===== src/verilog/xt_map_pkg.sv =====
package xt_map_pkg;

	localparam int sram_addr_w = 21;
	localparam int ems_page_w = 6;
	localparam int ems_pages = 4;

	typedef logic [sram_addr_w-1:0] sram_addr_t;
	typedef logic [ems_page_w-1:0] ems_page_t;

	// i/o map
	localparam logic [15:0] lpt_port = 16'h0378;
	localparam logic [15:0] tandy_page_port = 16'h03DF;
	localparam logic [15:0] nmi_mask_base = 16'h00A0;
	localparam int nmi_mask_ports = 8;
	localparam logic [15:0] ems_port_base = 16'h0260;

	// only ten address lines decoded on the system board
	localparam logic [9:0] sys_io_limit = 10'h100;

	// ems frame segment per frame select, select 3 aliases 0xE
	localparam logic [3:0][3:0] ems_frame_seg = {4'hE, 4'hE, 4'hD, 4'hC};

	// 0xB8000, address bits 19:15
	localparam logic [4:0] cga_window = 5'b10111;

	// ems page register write codes
	localparam logic [7:0] ems_disable_code = 8'hFF;
	localparam logic [7:0] ems_page_limit = 8'h80;

	// register values after reset
	localparam logic [7:0] lpt_reset_val = 8'hFF;
	localparam logic [7:0] page_reset_val = 8'h00;
	localparam logic [7:0] nmi_reset_val = 8'hFF;

endpackage


===== src/verilog/xt_bus_pkg.sv =====
package xt_bus_pkg;

	// port view of the cpu address
	typedef struct packed {
		logic [3:0]  rsvd;
		logic [15:0] port;
	} io_addr_t;

	// memory view, 16 KB slots
	typedef struct packed {
		logic [5:0]  slot;
		logic [13:0] offset;
	} mem_addr_t;

	typedef union packed {
		io_addr_t  io;
		mem_addr_t mem;
	} cpu_addr_u;

	typedef struct packed {
		cpu_addr_u  addr;
		logic [7:0] data;
		logic       io_read_n;
		logic       io_write_n;
		logic       mem_read_n;
		logic       mem_write_n;
		logic       aen_n;
	} cpu_bus_t;

	typedef struct packed {
		logic lpt_wr;
		logic page_wr;
		logic nmi_wr;
		logic ems_wr;
	} reg_write_t;

	typedef enum logic [2:0] {
		rd_none,
		rd_lpt,
		rd_page,
		rd_nmi,
		rd_ems,
		rd_sram
	} rd_src_t;

endpackage

===== src/verilog/xt_chipset_top.sv =====
`timescale 1ns/100ps

module xt_chipset_top (
	input logic clock,
	input logic reset,
	input xt_bus_pkg::cpu_bus_t bus_i,
	input logic ems_enable_i,
	input logic [1:0] ems_frame_i,
	input logic tandy_mode_i,
	input logic tandy_gfx_i,
	input logic [7:0] sram_data_i,
	output xt_map_pkg::sram_addr_t sram_addr_o,
	output logic sram_we_n_o,
	output logic [7:0] io_select_n_o,
	output logic [7:0] data_o,
	output logic data_valid_o
);
	import xt_bus_pkg::*;
	import xt_map_pkg::*;

	reg_write_t wr;
	rd_src_t rd_src;
	logic ems_hit;
	sram_addr_t ems_addr;
	logic [7:0] ems_rb;
	logic [7:0] lpt;
	logic [7:0] page;
	logic [7:0] nmi;

	xt_bus_decoder i_decoder (
		.bus_i(bus_i),
		.ems_enable_i(ems_enable_i),
		.tandy_mode_i(tandy_mode_i),
		.io_select_n_o(io_select_n_o),
		.sram_we_n_o(sram_we_n_o),
		.wr_o(wr),
		.rd_src_o(rd_src)
	);

	ems_mapper i_ems (
		.clock(clock),
		.reset(reset),
		.bus_i(bus_i),
		.ems_wr_i(wr.ems_wr),
		.ems_frame_i(ems_frame_i),
		.hit_o(ems_hit),
		.mapped_addr_o(ems_addr),
		.readback_o(ems_rb)
	);

	system_port_regs i_ports (
		.clock(clock),
		.reset(reset),
		.data_i(bus_i.data),
		.wr_i(wr),
		.lpt_o(lpt),
		.page_o(page),
		.nmi_o(nmi)
	);

	sram_address_mux i_addr_mux (
		.bus_i(bus_i),
		.tandy_gfx_i(tandy_gfx_i),
		.ems_hit_i(ems_hit),
		.ems_addr_i(ems_addr),
		.page_i(page),
		.nmi_i(nmi),
		.sram_addr_o(sram_addr_o)
	);

	chipset_read_mux i_read_mux (
		.clock(clock),
		.reset(reset),
		.rd_src_i(rd_src),
		.lpt_i(lpt),
		.page_i(page),
		.nmi_i(nmi),
		.ems_i(ems_rb),
		.sram_data_i(sram_data_i),
		.data_o(data_o),
		.data_valid_o(data_valid_o)
	);

endmodule


===== src/verilog/chipset_read_mux.sv =====
`timescale 1ns/100ps

module chipset_read_mux (
	input logic clock,
	input logic reset,
	input xt_bus_pkg::rd_src_t rd_src_i,
	input logic [7:0] lpt_i,
	input logic [7:0] page_i,
	input logic [7:0] nmi_i,
	input logic [7:0] ems_i,
	input logic [7:0] sram_data_i,
	output logic [7:0] data_o,
	output logic data_valid_o
);
	import xt_bus_pkg::*;

	logic [7:0] next_data;
	logic next_valid;

	always_comb begin
		next_valid = 1'b1;
		case (rd_src_i)
			rd_lpt:
				next_data = lpt_i;
			rd_page:
				next_data = page_i;
			rd_nmi:
				next_data = nmi_i;
			rd_ems:
				next_data = ems_i;
			rd_sram:
				next_data = sram_data_i;
			default: begin
				next_data = 8'h00;
				next_valid = 1'b0;
			end
		endcase
	end

	// one cycle behind the decoded source
	always_ff @(posedge clock or posedge reset) begin
		if (reset) begin
			data_o <= 8'h00;
			data_valid_o <= 1'b0;
		end else begin
			data_o <= next_data;
			data_valid_o <= next_valid;
		end
	end

endmodule


===== src/verilog/sram_address_mux.sv =====
`timescale 1ns/100ps

module sram_address_mux (
	input xt_bus_pkg::cpu_bus_t bus_i,
	input logic tandy_gfx_i,
	input logic ems_hit_i,
	input xt_map_pkg::sram_addr_t ems_addr_i,
	input logic [7:0] page_i,
	input logic [7:0] nmi_i,
	output xt_map_pkg::sram_addr_t sram_addr_o
);
	import xt_map_pkg::*;

	logic in_cga;
	logic bank_lsb;
	sram_addr_t tandy_addr;

	// slot bits 5:1 are address bits 19:15
	assign in_cga = bus_i.addr.mem.slot[5:1] == cga_window;

	// page bit 3 forces the upper 16 KB half
	assign bank_lsb = page_i[3] ? 1'b1 : bus_i.addr.mem.slot[0];

	assign tandy_addr = {1'b0, nmi_i[3:1], page_i[5:4], bank_lsb, bus_i.addr.mem.offset};

	always_comb begin
		if (ems_hit_i)
			sram_addr_o = ems_addr_i;
		else if (tandy_gfx_i && in_cga)
			sram_addr_o = tandy_addr;
		else
			sram_addr_o = {1'b0, bus_i.addr};
	end

endmodule


===== src/verilog/system_port_regs.sv =====
`timescale 1ns/100ps

module system_port_regs (
	input logic clock,
	input logic reset,
	input logic [7:0] data_i,
	input xt_bus_pkg::reg_write_t wr_i,
	output logic [7:0] lpt_o,
	output logic [7:0] page_o,
	output logic [7:0] nmi_o
);
	import xt_map_pkg::*;

	// parallel port data latch
	always_ff @(posedge clock or posedge reset) begin
		if (reset)
			lpt_o <= lpt_reset_val;
		else if (wr_i.lpt_wr)
			lpt_o <= data_i;
	end

	// tandy video page, cpu bank in bits 5:3
	always_ff @(posedge clock or posedge reset) begin
		if (reset)
			page_o <= page_reset_val;
		else if (wr_i.page_wr)
			page_o <= data_i;
	end

	// nmi mask, bits 3:1 also give the 128 KB bank
	always_ff @(posedge clock or posedge reset) begin
		if (reset)
			nmi_o <= nmi_reset_val;
		else if (wr_i.nmi_wr)
			nmi_o <= data_i;
	end

endmodule


===== src/verilog/ems_mapper.sv =====
`timescale 1ns/100ps

module ems_mapper (
	input logic clock,
	input logic reset,
	input xt_bus_pkg::cpu_bus_t bus_i,
	input logic ems_wr_i,
	input logic [1:0] ems_frame_i,
	output logic hit_o,
	output xt_map_pkg::sram_addr_t mapped_addr_o,
	output logic [7:0] readback_o
);
	import xt_map_pkg::*;

	ems_page_t page_q [ems_pages];
	logic [ems_pages-1:0] ena_q;

	// first stage, decoded write
	logic cmd_valid_q;
	logic cmd_set_q;
	logic cmd_clear_q;
	logic [1:0] cmd_idx_q;
	ems_page_t cmd_page_q;

	logic [1:0] rd_idx;
	logic [1:0] map_idx;
	logic mem_cycle;
	logic in_frame;

	always_ff @(posedge clock or posedge reset) begin
		if (reset) begin
			cmd_valid_q <= 1'b0;
			cmd_set_q <= 1'b0;
			cmd_clear_q <= 1'b0;
		end else begin
			cmd_valid_q <= ems_wr_i;
			cmd_set_q <= bus_i.data < ems_page_limit;
			cmd_clear_q <= bus_i.data == ems_disable_code;
		end
	end

	always_ff @(posedge clock) begin
		cmd_idx_q <= bus_i.addr.io.port[1:0];
		cmd_page_q <= bus_i.data[ems_page_w-1:0];
	end

	// second stage, commit to the page table
	// codes between 0x80 and 0xFE fall through
	always_ff @(posedge clock or posedge reset) begin
		if (reset) begin
			ena_q <= '0;
		end else if (cmd_valid_q) begin
			if (cmd_clear_q)
				ena_q[cmd_idx_q] <= 1'b0;
			else if (cmd_set_q)
				ena_q[cmd_idx_q] <= 1'b1;
		end
	end

	always_ff @(posedge clock) begin
		if (cmd_valid_q && cmd_set_q)
			page_q[cmd_idx_q] <= cmd_page_q;
	end

	assign rd_idx = bus_i.addr.io.port[1:0];
	assign readback_o = ena_q[rd_idx] ? {2'b00, page_q[rd_idx]} : ems_disable_code;

	// frame is four 16 KB windows, slot bits 1:0 pick the page
	assign map_idx = bus_i.addr.mem.slot[1:0];
	assign mem_cycle = ~bus_i.mem_read_n | ~bus_i.mem_write_n;
	assign in_frame = bus_i.addr.mem.slot[5:2] == ems_frame_seg[ems_frame_i];
	assign hit_o = mem_cycle & in_frame & ena_q[map_idx];
	assign mapped_addr_o = {1'b1, page_q[map_idx], bus_i.addr.mem.offset};

endmodule


===== src/verilog/xt_bus_decoder.sv =====
`timescale 1ns/100ps

module xt_bus_decoder (
	input xt_bus_pkg::cpu_bus_t bus_i,
	input logic ems_enable_i,
	input logic tandy_mode_i,
	output logic [7:0] io_select_n_o,
	output logic sram_we_n_o,
	output xt_bus_pkg::reg_write_t wr_o,
	output xt_bus_pkg::rd_src_t rd_src_o
);
	import xt_bus_pkg::*;
	import xt_map_pkg::*;

	logic [15:0] port;
	logic iorq;
	logic io_rd;
	logic io_wr;
	logic mem_rd;
	logic lpt_hit;
	logic page_hit;
	logic nmi_hit;
	logic ems_hit;

	assign port = bus_i.addr.io.port;
	assign iorq = ~bus_i.aen_n & (~bus_i.io_read_n | ~bus_i.io_write_n);
	assign io_rd = ~bus_i.aen_n & ~bus_i.io_read_n;
	assign io_wr = ~bus_i.aen_n & ~bus_i.io_write_n;
	assign mem_rd = ~bus_i.aen_n & ~bus_i.mem_read_n;

	// 8 blocks of 32 ports below 0x100
	always_comb begin
		io_select_n_o = 8'hFF;
		if (iorq && (port[9:0] < sys_io_limit))
			io_select_n_o = ~(8'h01 << port[7:5]);
	end

	assign lpt_hit = port == lpt_port;
	assign page_hit = port == tandy_page_port;
	assign nmi_hit = tandy_mode_i && (port >= nmi_mask_base) &&
		(port < nmi_mask_base + 16'(nmi_mask_ports));
	assign ems_hit = ems_enable_i && (port >= ems_port_base) &&
		(port < ems_port_base + 16'(ems_pages));

	assign wr_o.lpt_wr = io_wr & lpt_hit;
	assign wr_o.page_wr = io_wr & page_hit;
	assign wr_o.nmi_wr = io_wr & nmi_hit;
	assign wr_o.ems_wr = io_wr & ems_hit;

	always_comb begin
		rd_src_o = rd_none;
		if (io_rd) begin
			if (lpt_hit)
				rd_src_o = rd_lpt;
			else if (page_hit)
				rd_src_o = rd_page;
			else if (nmi_hit)
				rd_src_o = rd_nmi;
			else if (ems_hit)
				rd_src_o = rd_ems;
		end else if (mem_rd) begin
			rd_src_o = rd_sram;
		end
	end

	assign sram_we_n_o = ~(~bus_i.aen_n & ~bus_i.mem_write_n);

endmodule


===== config.mk =====
export PLATFORM = sky130hd
export DESIGN_NAME = xt_chipset_top
export DESIGN_NICKNAME = d
export VERILOG_FILES = /design/src/verilog/xt_map_pkg.sv /design/src/verilog/xt_bus_pkg.sv /design/src/verilog/xt_chipset_top.sv /design/src/verilog/chipset_read_mux.sv /design/src/verilog/sram_address_mux.sv /design/src/verilog/system_port_regs.sv /design/src/verilog/ems_mapper.sv /design/src/verilog/xt_bus_decoder.sv
export SDC_FILE = /design/constraint.sdc
export NUM_CORES = 1
export LEC_CHECK = 0
export ABC_AREA = 1
export BUFFER_PORTS_ARGS = -buffer_cell sky130_fd_sc_hd__buf_2
export CORE_UTILIZATION = 50
export DETAILED_ROUTE_END_ITERATION = 6
export HOLD_SLACK_MARGIN = 0.15
export PLACE_DENSITY = 0.85
export SLEW_MARGIN = 20
export SYNTH_ARGS = -nofsm -noshare
export SYNTH_HDL_FRONTEND = slang
export SYNTH_HIERARCHICAL = 1
export SYNTH_SLANG_ARGS = --single-unit

===== constraint.sdc =====
create_clock -name clock -period 1.38 [get_ports clock]
set_input_delay 0.207 -clock clock [delete_from_list [all_inputs] [get_ports clock]]
set_output_delay 0.207 -clock clock [all_outputs]
set_load 0.02 [all_outputs]

==> results_dict.tcl <==
set metrics [dict create \
    io_pins 87 \
    syn_area_um2 4180 \
    grt_pass1_vias 3818 \
    place_congestion 0.928 \
    ant_nets 0 \
    regArea_um2 1900 \
    min_period_ns 1.84 \
    ys_types 30 \
    setup_ws_ns -0.456 \
    synth-seq-cells 72 \
    die_w_um 93.4 \
    synth-main-ff-cell "edfxtp_1" \
    drive_gt1_share_pct 36.2 \
    grt_antenna_before_repair 0 \
    cts-root-buf "clkbuf_8" \
    cts_tree "done" \
    syn_avg_cell_area_um2 7.21 \
    overflow 0 \
    finalHoldViolCount 0 \
    vdd_drop_max_uv 775 \
    skew_ns 0.0132 \
    clock-sinks 72 \
    start_util_pct 53.0 \
    first_iter_violations 330 \
    path_common_cell "nand2_2" \
    fmax_ghz 0.545 \
    status "finished with violations" \
    layout.nets 766 \
    grt_max_degree 25 \
    async_flop_share_pct 55.6 \
    ys_top_cells_by_area "nand2_1, edfxtp_1, dfrtp_1" \
    wl_mm 12.3 \
    cts_buffer_depth 2 \
    cts_inserted_buffers 9 \
    yosysTopAreaCellShare_pct 20.1 \
    hp-class "primary input to register" \
    post-route-drc-count 0 \
    port_buffers 86 \
    maxCapViolCount 0 \
    max_stage_delay_ns 0.36 \
    worstSetupEndpointType "primary output" \
    critPathLaunchType "register" \
    firstDrtPassIters 5 \
    ff2ff_setup_slack_ns -0.18 \
    viasPerCell 5.21 \
    vias 4302 \
    arrival_ns 1.63 \
    multi_input_area_um2 2000 \
    ys_top_cells_by_count "nand2_1, nor2_1, inv_1" \
    die_h_um 93.4 \
    cp_cell_sequence "nand2_1 -> nand3_1 -> nand2_2 -> nor2_4 -> buf_8 -> buf_6 -> nand2_2 -> nand2_2 -> buf_6" \
    p_leak_nw 2.75 \
    dp_hpwl_mm 8.84 \
    yosysMostFrequentCell "nand2_1" \
    n_fill_cell 575 \
    p_per_area_nw_per_um2 857 \
    synth_nets 627 \
    worstSkewPairLatency_ns 0.36 \
    die_area_um2 8720 \
    crit_required_ns 1.17 \
    syn_inst 579 \
    clkSlewWorstSetupHoldPaths_ns 0.08 \
    ys_warn_count 6 \
    power_mw 4.88 \
    post-route-period-util_pct 133 \
    grt_first_pass_wirelength_mm 18.6 \
    wire_per_inst_um 15.0 \
    rsz0062_at_grt "true" \
    antenna_cells 0 \
    rows 32 \
    seq_area_frac_synth_pct 45.5 \
    critPathMaxFanout 7 \
    critical-path-top-delay-family "simple AND/OR/NAND/NOR gates" \
    htreeDepth 3 \
    synth_edf_count 24 \
    drv_slew 0 \
    grt.total_usage_pct 28.4 \
    timing_worst_setup_path_type "register to primary output" \
    crit_buf_inv 3 \
    failed_checks "negative setup slack" \
    slowest_stage "dfrtp_1" \
    setup_viol 29 \
    finalSetupTns_ns -10.00 \
    syn2layout_area_growth_pct 36.5 \
    hp-start "bus_i[14]" \
    coreArea_um2 7890 \
    yosys.area.top_type "nand2_1" \
]
final cells by class:
cell class	count	share of cell area [%]
clock buffers	12	3.49
repair inverters	1	0.110
repair buffers	158	20.7
clock inverters	4	0.571
well taps	102	2.24
multi-input cells	412	35.1
inverters	64	4.48
flip-flops and latches	72	33.4
through the flow:
step | util [%] | cell area (um2) | setup WS [ns] | cells | hold slack [ns]
6_report | 72.3 | 5700 | -0.456 | 825 | 0.198
5_1_grt | 72.3 | 5700 | -0.535 | 825 | 0.215
4_1_cts | 69.8 | 5500 | -0.404 | 823 | 0.192
3_5_place_dp | 63.2 | 4990 | -0.420 | 792 | 0.183
3_3_place_gp | 63.2 | 4990 | -0.394 | 792 | 0.177
2_1_floorplan | - | 4250 | -0.0622 | 579 | 0.0104
cell usage in the layout (no fill, tap or decap), drive strengths merged:
master       netlist  layout
nand2            228     228
buf               31     148
nor2              75      75
inv               63      68
nand3             51      51
dfrtp             24      24
edfxtp            24      24
o21ai             20      20
dfstp             16      16
nand4             13      13
clkbuf             0      13
dlygate4sd3        0       9
dfxtp              8       8
o22ai              6       6
nor3               5       5
a21oi              5       5
nand3b             4       4
or2                2       2
a211oi             1       1
clkinv             1       1
or3                1       1
conb               1       1
kinds of logic (layout without fill, tap and decap cells):
group | after synthesis | in the layout | share of synthesized area (%)
compound gates | 32 | 32 | 4.37
buf+inv | 95 | 239 | 11.7
flops | 72 | 72 | 45.5
other cells | 1 | 1 | 0.0898
simple gates | 379 | 379 | 38.3
power by group:
group          switching [mW]  leakage (nW)  internal, mW
combinational           0.458          1.86         0.319
sequential             0.0196         0.774          2.24
clock                   0.849         0.120          1.00
total                    1.33          2.75          3.56
metal layers:
metal / global-route usage, % / vias to the layer above / wire length (um)
li1: - / 2092 / -
met5: 0 / - / 0
met4: 12.8 / 0 / 357
met2: 47.4 / 215 / 5960
met1: 37.3 / 1963 / 5110
met3: 2.93 / 32 / 913
registers in the layout (all words and copies together) (netlist names), named ones only:
signal and flops:
i_ports/nmi_o 8, i_ports/lpt_o 8, i_read_mux/data_o 8, i_ems/cmd_clear_q 1
i_ems/cmd_page_q 6, i_read_mux/data_valid_o 1, i_ems/cmd_idx_q 2, i_ems/cmd_set_q 1
i_ports/page_o 8, i_ems/cmd_valid_q 1, i_ems/page_q 24
what timing repair did:
action	in CTS	in global routing
hold buffers	9	0
pin swaps	6	10
cloned	2	0
buffers inserted	4	2
resized for setup	43	57
endpoints found under the hold margin	54	0
endpoints found under the setup margin	33	37
worst paths after layout:
kind	endpoint	depth (start not counted)
max	sram_addr_o[15]	9
min reg2reg	i_ports/lpt_o[7]	2
min in group asynchronous	async pin	3
max in group asynchronous	i_ports/nmi_o[2]	4
min	i_ems/cmd_idx_q[1]	2
max reg2reg	i_read_mux/data_o[5]	12
Power figures use the tool's default switching activity.
